==> config.mk <==
export PLATFORM = sky130hd
export DESIGN_NAME = coreTop
export DESIGN_NICKNAME = d
export VERILOG_FILES = /design/src/isaPkg.sv /design/src/pipePkg.sv /design/src/coreIfs.sv /design/src/aluExecute.sv /design/src/coreTop.sv /design/src/instrDecode.sv /design/src/instrFetch.sv /design/src/regFile.sv
export VERILOG_INCLUDE_DIRS = /design/src /design/src/src
export SDC_FILE = /design/constraint.sdc
export NUM_CORES = 2
export LEC_CHECK = 0
export CAP_MARGIN = 15
export CORE_AREA = 2 2 375 377
export DETAILED_ROUTE_END_ITERATION = 12
export DIE_AREA = 0 0 377 379
export DONT_BUFFER_PORTS = 1
export HOLD_SLACK_MARGIN = 0.02
export PLACE_DENSITY = 0.8
export SLEW_MARGIN = 40
export SYNTH_ARGS = -nofsm -noshare
export SYNTH_HDL_FRONTEND = slang
export SYNTH_SLANG_ARGS = --single-unit
==> constraint.sdc <==
create_clock -name bus -period 20.8 [get_ports bus]
set_clock_uncertainty 0.2 [all_clocks]
set_input_delay 3.12 -clock bus [delete_from_list [all_inputs] [get_ports bus]]
set_output_delay 3.12 -clock bus [all_outputs]
set_load 0.05 [all_outputs]
==> src/core_params.svh <==
// Core widths and sizes
`ifndef CORE_PARAMS_SVH
`define CORE_PARAMS_SVH

// Register and bus word width
`define XLEN 64

// Architectural registers
`define REG_COUNT 16

// Decoder window covers the longest instruction
`define WINDOW_BYTES 7

// Fetch byte buffer capacity
`define FETCH_BUF_BYTES 16

`endif

==> src/isaPkg.sv <==
// x86 encoding types
package isaPkg;

   typedef enum logic [7:0] {
      opcAdd    = 8'h01,
      opcSub    = 8'h29,
      opcAnd    = 8'h21,
      opcOr     = 8'h09,
      opcXor    = 8'h31,
      opcMovImm = 8'hC7,
      opcHlt    = 8'hF4
   } opcodeT;

   typedef struct packed {
      logic [3:0] fixed;   // 4'b0100 for any REX
      logic       w;
      logic       r;       // Extends ModRM reg
      logic       x;
      logic       b;       // Extends ModRM rm
   } rexT;

   // ModRM with mod in the top two bits
   typedef struct packed {
      logic [1:0] mod;
      logic [2:0] regOp;
      logic [2:0] rm;
   } modRmT;

   // Byte 0 of the window sits in the low bits
   typedef union packed {
      struct packed {
         logic [31:0] unused;
         modRmT       modRm;
         opcodeT      opcode;
         rexT         rex;
      } aluForm;
      struct packed {
         logic [31:0] imm32;
         modRmT       modRm;
         opcodeT      opcode;
         rexT         rex;
      } immForm;
   } instrWindowT;

endpackage

==> src/pipePkg.sv <==
// Pipeline internal types
package pipePkg;

`include "core_params.svh"

   typedef logic [$clog2(`REG_COUNT)-1:0] regIdxT;

   // Bytes held in the fetch buffer from 0 to full
   typedef logic [$clog2(`FETCH_BUF_BYTES):0] byteCountT;

   typedef enum logic [2:0] {
      opAdd,
      opSub,
      opAnd,
      opOr,
      opXor,
      opMov
   } aluOpT;

endpackage

==> src/coreIfs.sv <==
// Core internal interfaces
`timescale 1ns/10ps

`include "core_params.svh"

// Byte stream from fetch to decode
interface fetchIf import isaPkg::*; import pipePkg::*; ();
   instrWindowT window;     // Oldest buffer bytes
   byteCountT   byteCount;
   byteCountT   consume;    // Never above byteCount
   logic        halt;

   modport fetcher (output window, output byteCount, input consume, input halt);
   modport decoder (input window, input byteCount, output consume, output halt);
endinterface

// Registered decoder output
interface issueIf import pipePkg::*; ();
   logic        opValid;
   aluOpT       op;
   regIdxT      destReg;
   regIdxT      srcReg;
   logic [31:0] imm;

   modport issuer (output opValid, output op, output destReg, output srcReg, output imm);
   modport executor (input opValid, input op, input destReg, input srcReg, input imm);
   modport tracker (input opValid, input destReg);
endinterface

// Operand reads, write-back and scoreboard
interface regPortIf import pipePkg::*; ();
   regIdxT                srcAddrA;
   regIdxT                srcAddrB;
   logic [`XLEN-1:0]      srcDataA;
   logic [`XLEN-1:0]      srcDataB;
   logic                  wrEn;
   regIdxT                wrAddr;
   logic [`XLEN-1:0]      wrData;
   logic [`REG_COUNT-1:0] busy;

   modport user (
      output srcAddrA, output srcAddrB,
      input  srcDataA, input srcDataB,
      output wrEn, output wrAddr, output wrData
   );
   modport owner (
      input  srcAddrA, input srcAddrB,
      output srcDataA, output srcDataB,
      input  wrEn, input wrAddr, input wrData,
      output busy
   );
endinterface

==> src/aluExecute.sv <==
// Operand select and ALU
`timescale 1ns/10ps

`include "core_params.svh"

module aluExecute import pipePkg::*; (
   input logic     bus,
   input logic     reset,
   issueIf.executor issue,
   regPortIf.user  port
);

   logic [`XLEN-1:0] result;
   logic [`XLEN-1:0] opA;
   logic [`XLEN-1:0] opB;

   // rm is both first operand and destination
   assign port.srcAddrA = issue.destReg;
   assign port.srcAddrB = issue.srcReg;
   assign opA = port.srcDataA;
   assign opB = port.srcDataB;

   always_comb begin
      case (issue.op)
         opAdd:   result = opA + opB;
         opSub:   result = opA - opB;
         opAnd:   result = opA & opB;
         opOr:    result = opA | opB;
         opXor:   result = opA ^ opB;
         default: result = {{(`XLEN - 32){issue.imm[31]}}, issue.imm};   // MOV imm32
      endcase
   end

   always_ff @(posedge bus) begin
      if (reset) begin
         port.wrEn <= 1'b0;
      end else begin
         port.wrEn <= issue.opValid;
      end
   end

   always_ff @(posedge bus) begin
      if (issue.opValid) begin
         port.wrAddr <= issue.destReg;
         port.wrData <= result;
      end
   end

endmodule

==> src/coreTop.sv <==
// Pipelined x86 subset core
`timescale 1ns/10ps

`include "core_params.svh"

module coreTop import pipePkg::*; (
   input  logic             bus,
   input  logic             reset,
   input  logic [`XLEN-1:0] entry,
   output logic             reqValid,
   output logic [`XLEN-1:0] reqAddr,
   input  logic             respValid,
   input  logic [`XLEN-1:0] respData,
   output logic             halted,
   input  regIdxT           dumpIndex,
   output logic [`XLEN-1:0] dumpValue
);

   fetchIf   fetchLink ();
   issueIf   issueLink ();
   regPortIf regLink ();

   instrFetch i_fetch (
      .bus       (bus),
      .reset     (reset),
      .entry     (entry),
      .reqValid  (reqValid),
      .reqAddr   (reqAddr),
      .respValid (respValid),
      .respData  (respData),
      .fetch     (fetchLink.fetcher)
   );

   instrDecode i_decode (
      .bus   (bus),
      .reset (reset),
      .fetch (fetchLink.decoder),
      .busy  (regLink.busy),
      .issue (issueLink.issuer)
   );

   aluExecute i_execute (
      .bus   (bus),
      .reset (reset),
      .issue (issueLink.executor),
      .port  (regLink.user)
   );

   regFile i_regFile (
      .bus       (bus),
      .reset     (reset),
      .port      (regLink.owner),
      .issue     (issueLink.tracker),
      .dumpIndex (dumpIndex),
      .dumpValue (dumpValue)
   );

   assign halted = fetchLink.halt;

endmodule

==> src/instrDecode.sv <==
// Variable length decoder and issue
`timescale 1ns/10ps

`include "core_params.svh"

module instrDecode import isaPkg::*; import pipePkg::*; (
   input  logic                  bus,
   input  logic                  reset,
   fetchIf.decoder               fetch,
   input  logic [`REG_COUNT-1:0] busy,
   issueIf.issuer                issue
);

   localparam byteCountT ALU_LEN = 3;
   localparam byteCountT MOV_LEN = `WINDOW_BYTES;

   instrWindowT win;
   rexT         rex;
   opcodeT      opc;
   modRmT       modRm;
   logic        rexOk;
   logic        isAlu;
   logic        isMov;
   byteCountT   len;
   regIdxT      destReg;
   regIdxT      srcReg;
   logic        regBusy;
   logic        issueNow;
   logic        hltCand;
   logic        acceptHlt;
   aluOpT       aluOp;

   assign win = fetch.window;
   assign rex = win.aluForm.rex;
   assign opc = win.aluForm.opcode;
   assign modRm = win.aluForm.modRm;

   assign rexOk = (rex.fixed == 4'b0100) && rex.w;
   assign isAlu = rexOk && (modRm.mod == 2'b11)
                  && (opc inside {opcAdd, opcSub, opcAnd, opcOr, opcXor});
   assign isMov = rexOk && (modRm.mod == 2'b11) && (opc == opcMovImm) && (modRm.regOp == 3'd0);
   assign len = isMov ? MOV_LEN : ALU_LEN;

   assign destReg = {rex.b, modRm.rm};
   assign srcReg = {rex.r, modRm.regOp};

   // MOV reads no source
   assign regBusy = busy[destReg] || (isAlu && busy[srcReg]);
   assign issueNow = !fetch.halt && (isAlu || isMov) && (fetch.byteCount >= len) && !regBusy;

   // A REX head needs three bytes before it can be ruled out
   assign hltCand = !isAlu && !isMov
                    && (rexOk ? (fetch.byteCount >= ALU_LEN) : (fetch.byteCount != '0));
   assign acceptHlt = hltCand && (busy == '0) && !issue.opValid;

   assign fetch.consume = issueNow ? len : '0;

   always_comb begin
      case (opc)
         opcAdd:  aluOp = opAdd;
         opcSub:  aluOp = opSub;
         opcAnd:  aluOp = opAnd;
         opcOr:   aluOp = opOr;
         opcXor:  aluOp = opXor;
         default: aluOp = opMov;
      endcase
   end

   always_ff @(posedge bus) begin
      if (reset) begin
         issue.opValid <= 1'b0;
         fetch.halt <= 1'b0;
      end else begin
         issue.opValid <= issueNow;
         if (acceptHlt) fetch.halt <= 1'b1;   // Sticky until reset
      end
   end

   always_ff @(posedge bus) begin
      if (issueNow) begin
         issue.op <= aluOp;
         issue.destReg <= destReg;
         issue.srcReg <= srcReg;
         issue.imm <= win.immForm.imm32;
      end
   end

endmodule

==> src/instrFetch.sv <==
// Instruction fetcher and byte buffer
`timescale 1ns/10ps

`include "core_params.svh"

module instrFetch import pipePkg::*; (
   input  logic             bus,
   input  logic             reset,
   input  logic [`XLEN-1:0] entry,
   output logic             reqValid,
   output logic [`XLEN-1:0] reqAddr,
   input  logic             respValid,
   input  logic [`XLEN-1:0] respData,
   fetchIf.fetcher          fetch
);

   localparam int BUF_BITS = 8 * `FETCH_BUF_BYTES;
   localparam int WORD_BYTES = `XLEN / 8;

   logic [BUF_BITS-1:0] bufFlat;   // Byte 0 is the oldest
   logic [BUF_BITS-1:0] bufNext;
   logic [BUF_BITS-1:0] keepMask;
   byteCountT           byteCount;
   byteCountT           remain;
   logic [`XLEN-1:0]    fetchAddr;
   logic                outstanding;
   logic                canReq;

   always_comb begin
      remain = byteCount - fetch.consume;
      keepMask = ~({BUF_BITS{1'b1}} << {remain, 3'b000});
      bufNext = (bufFlat >> {fetch.consume, 3'b000}) & keepMask;
      if (respValid) begin
         // Free space guarantees the word fits above remain
         bufNext = bufNext | ({{(BUF_BITS - `XLEN){1'b0}}, respData} << {remain, 3'b000});
      end
   end

   assign canReq = !outstanding && !fetch.halt
                   && (remain <= byteCountT'(`FETCH_BUF_BYTES - WORD_BYTES));

   always_ff @(posedge bus) begin
      if (reset) begin
         reqValid <= 1'b0;
         outstanding <= 1'b0;
         byteCount <= '0;
         fetchAddr <= entry;
      end else begin
         reqValid <= canReq;
         if (canReq) begin
            outstanding <= 1'b1;
            fetchAddr <= fetchAddr + `XLEN'(WORD_BYTES);
         end else if (respValid) begin
            outstanding <= 1'b0;
         end
         byteCount <= remain + (respValid ? byteCountT'(WORD_BYTES) : '0);
      end
   end

   always_ff @(posedge bus) begin
      bufFlat <= bufNext;
      if (canReq) reqAddr <= fetchAddr;
   end

   assign fetch.window = bufFlat[8*`WINDOW_BYTES-1:0];
   assign fetch.byteCount = byteCount;

endmodule

==> src/regFile.sv <==
// Register file and scoreboard
`timescale 1ns/10ps

`include "core_params.svh"

module regFile import pipePkg::*; (
   input  logic             bus,
   input  logic             reset,
   regPortIf.owner          port,
   issueIf.tracker          issue,
   input  regIdxT           dumpIndex,
   output logic [`XLEN-1:0] dumpValue
);

   logic [`XLEN-1:0]      regs [`REG_COUNT];
   logic [`REG_COUNT-1:0] busyReg;
   logic [`REG_COUNT-1:0] issueMask;

   // Issued destination is busy already in its execute cycle
   assign issueMask = issue.opValid ? (`REG_COUNT'(1) << issue.destReg) : '0;
   assign port.busy = busyReg | issueMask;

   always_ff @(posedge bus) begin
      if (reset) begin
         for (int i = 0; i < `REG_COUNT; i++) begin
            regs[i] <= '0;
         end
         busyReg <= '0;
      end else begin
         if (port.wrEn) begin
            regs[port.wrAddr] <= port.wrData;
            busyReg[port.wrAddr] <= 1'b0;
         end
         if (issue.opValid) busyReg[issue.destReg] <= 1'b1;
      end
   end

   assign port.srcDataA = regs[port.srcAddrA];
   assign port.srcDataB = regs[port.srcAddrB];
   assign dumpValue = regs[dumpIndex];

endmodule

==> impl_metrics.env <==
export IMPL_syn_nets=6966
export IMPL_hp_class="flop to flop"
export IMPL_netlist_instances=6630
export IMPL_die_w_um=377
export IMPL_clockBufferDepth=3
export IMPL_vias=62800
export IMPL_antenna_left=0
export IMPL_clkPwrFrac=0.408
export IMPL_worstHoldEndpoint="i_fetch.reqAddr[0]"
export IMPL_ys_seq_area_frac=0.465
export IMPL_hold_buffers=0
export IMPL_hold_viol=0
export IMPL_routed_wirelength_um=293000
export IMPL_pwr_share_seq=0.503
export IMPL_place_congestion=0.973
export IMPL_cp_top_family="simple AND/OR/NAND/NOR gates"
export IMPL_first_iter_violations=10600
export IMPL_synth_area_mm2=0.0884
export IMPL_preCtsSetupSlack_ns=12.19
export IMPL_grt_max_degree=257
export IMPL_worstHoldStart="i_fetch.fetchAddr[0]"
export IMPL_wl_met1_um=95600
export IMPL_grt_overflow=0
export IMPL_r2r_slack_ns=11.95
export IMPL_cts_root_buf="clkbuf_16"
export IMPL_rsz0062_at_grt="false"
export IMPL_fin_util=0.687
export IMPL_slew_violations=0
export IMPL_groute_usage_overall=0.410
export IMPL_power_leakage_nw=33.8
export IMPL_slew_limit_headroom=0.338
export IMPL_hpwlAfterDp_um=173000
export IMPL_finalSetupViolations=0
export IMPL_swShare=0.258
export IMPL_syn_area_per_cell_um2=13.3
export IMPL_grt_pass1_wl_um=421000
export IMPL_pwr_share_comb=0.089
export IMPL_clk_pin_slew_ns=0.06
export IMPL_synthFlopType="edfxtp_1"
export IMPL_setup_ws_ns=11.95
export IMPL_whs_ns=0.221
export IMPL_fin_crit_sh=0.425
export IMPL_area_growth_pct=7.93
export IMPL_start_kind="flop"
export IMPL_synthArstFlopShare=0
export IMPL_wl_per_cell_um=35.3
export IMPL_power_net_switching_mw=1.80
export IMPL_start_util=0.637
export IMPL_ys_seq_elements=1424
export IMPL_fmax_mhz=113
export IMPL_min_period_ns=8.85
export IMPL_yosys_warnings=0
export IMPL_post_cts_repair_setup_buffers=0
export IMPL_cap_violations=0
export IMPL_firstDrtPassIters=10
export IMPL_power_internal_mw=5.17
export IMPL_crit_slowest_cell="nor4_1"
export IMPL_powerDensity_mw_per_mm2=73.1
export IMPL_hold_path_cell_count=0
export IMPL_ir_drop_v=0.0000900
export IMPL_worstSkewPairLatency_ns=0.85
export IMPL_timing_setup_tns_ns=0
export IMPL_final_cell_area_mm2=0.0954
export IMPL_io_pins=265
export IMPL_ctsResizeCount=0
export IMPL_grt_pass1_vias=61900
export IMPL_ys_types=85
export IMPL_highest_layer="met5"
export IMPL_endpoint_kind="flop"
export IMPL_crit_type="flop to flop"
export IMPL_rr_worst_depth=21
export IMPL_rows=137
export IMPL_path_cells="buf_6 > buf_6 > mux4_2 > a22o_1 > a221oi_1 > or4b_1 > nor4_4 > nand4_2 > nor4_1 > nor2_1 > xnor2_1 > ha_1 > and3_1 > nand3_1 > or4_1 > o32a_1 > a31oi_1 > a311o_1 > a21oi_1 > xnor2_1 > o21ai_0"
export IMPL_critPathBufInv=2
export IMPL_core_area_mm2=0.139
export IMPL_layout_commonest_cell="edfxtp_1"
export IMPL_route_met3_wl_um=48100
export IMPL_cts_tree="done"
export IMPL_required_ns=21.14
export IMPL_numCtsBuffers=155
export IMPL_final_net_count=6690
export IMPL_slowest_delay_ns=0.70
export IMPL_cp_arrival_ns=9.19
export IMPL_worst_pin_slew_ns=0.993
export IMPL_dr_wl_met2_um=132000
export IMPL_drc_errors=0
export IMPL_reg2reg_to="i_execute.port.wrData[58]"
export IMPL_synth_edf_count=1263
export IMPL_die_area_mm2=0.143
export IMPL_drive_gt1_frac=0.218
export IMPL_layout_common_cells="1,263 x edfxtp_1, 1,040 x and2_1, 928 x mux4_2"
export IMPL_dpl_cell_area_mm2=0.0901
export IMPL_cts_sinks=1424
export IMPL_antenna_found_initial=14
export IMPL_status="complete, no violations"
export IMPL_htree_levels=4
export IMPL_die_y_um=379
export IMPL_via_per_inst=7.58
export IMPL_io_buffers=0
export IMPL_critPathMaxFanout=49
==> per-layer routing <==
metal / vias up / track usage
li1: 25100 / -
met1: 30900 / 0.533
met2: 5683 / 0.620
met3: 1203 / 0.139
met4: 10 / 0.206
met5: - / 0.00720
==> synthesized netlist by cell type, types with 22 or more instances <==
master,n,area (um2)
edfxtp_1,1263,37900
and2_1,1040,6510
mux4_2,928,20900
clkbuf_1,441,1660
nand2_1,373,1400
o21ai_0,263,1320
nor2_1,249,935
a21oi_1,243,1220
ha_1,199,2490
mux2i_1,196,1960
inv_1,171,642
dfxtp_1,161,3220
xnor2_1,127,1110
o22ai_1,95,594
a22oi_1,70,526
buf_1,67,251
nand3_1,63,315
xor2_1,58,508
a21o_1,43,323
nand4_1,38,238
o21a_1,37,278
and3_1,36,225
o21bai_1,27,203
buf_2,26,130
mux2_2,26,293
a22o_1,25,219
a211oi_1,24,180
a221o_1,24,240
nor2b_1,24,150
nand2b_1,23,144
a221oi_1,22,193
==> worst reg2reg max path: stages (launching register included) <==
cell	delay (ns)
dfxtp_4	0.65
buf_6	0.60
buf_6	0.83
mux4_2	0.63
a22o_1	0.26
a221oi_1	0.56
or4b_1	0.54
nor4_4	0.32
nand4_2	0.25
nor4_1	0.70
nor2_1	0.12
xnor2_1	0.16
ha_1	0.39
and3_1	0.29
nand3_1	0.15
or4_1	0.55
o32a_1	0.26
a31oi_1	0.36
a311o_1	0.37
a21oi_1	0.12
xnor2_1	0.17
o21ai_0	0.09
==> area by class of cell <==
cell class | instances | area (um2)
diodes | 8 | 20.0
clock buffers | 196 | 4150
clock inverters | 88 | 1000
fillers | 9146 | 43400
inverters | 178 | 668
multi-input cells | 4465 | 44600
flip-flops and latches | 1424 | 41200
well taps | 1807 | 2260
repair buffers | 130 | 1530
==> how the worst max path moves through the flow <==
stage	to	slack (ns)	depth (start not counted)
floorplan	i_fetch.fetchAddr[10]	11.96	19
global placement	i_execute.port.wrData[62]	11.43	21
detailed placement	i_execute.port.wrData[58]	12.19	21
CTS	i_execute.port.wrData[58]	12.07	21
global route	i_execute.port.wrData[63]	11.62	22
finish	i_execute.port.wrData[58]	11.95	21
==> power groups by stage <==
stage	logic (mW)	registers (mW)	clock network, mW
2_1_floorplan	0.469	3.51	0
3_3_place_gp	0.585	3.54	0
3_5_place_dp	0.598	3.56	0
4_1_cts	0.603	3.50	2.85
5_1_grt	0.643	3.52	2.94
6_report	0.621	3.51	2.85
==> flip-flops by register name, summed over array words and instances, names as in the netlist, named ones only <==
register and cells:
i_fetch.fetchAddr 64, i_decode.fetch.halt 1, i_regFile.regs 1024, i_fetch.fetch.byteCount 5, i_execute.port.wrData 64, i_decode.issue.op 3
i_execute.port.wrEn 1, i_fetch.reqAddr 64, i_decode.issue.destReg 4, i_fetch.outstanding 1, i_regFile.busyReg 16, i_decode.issue.opValid 1
i_decode.issue.imm 32, i_fetch.bufFlat 127, i_decode.issue.srcReg 4, i_execute.port.wrAddr 4, i_fetch.reqValid 1
==> cell families after synthesis <==
| group | count (synthesis) | synth area share |
|---|---|---|
| flops | 1424 | 0.465 |
| fa+ha+maj | 202 | 0.0287 |
| compound gates | 1000 | 0.0727 |
| simple gates | 1928 | 0.119 |
| mux | 1150 | 0.262 |
| xor+xnor | 185 | 0.0183 |
| buf+inv | 741 | 0.0342 |
==> stage by stage <==
step	instances	total power, mW
floorplan	6630	3.98
global placement	7971	4.13
detailed placement	7997	4.15
CTS	8281	6.95
global route	8288	7.11
finish	8296	6.98
Note: power is estimated with default switching activity, not from simulation.
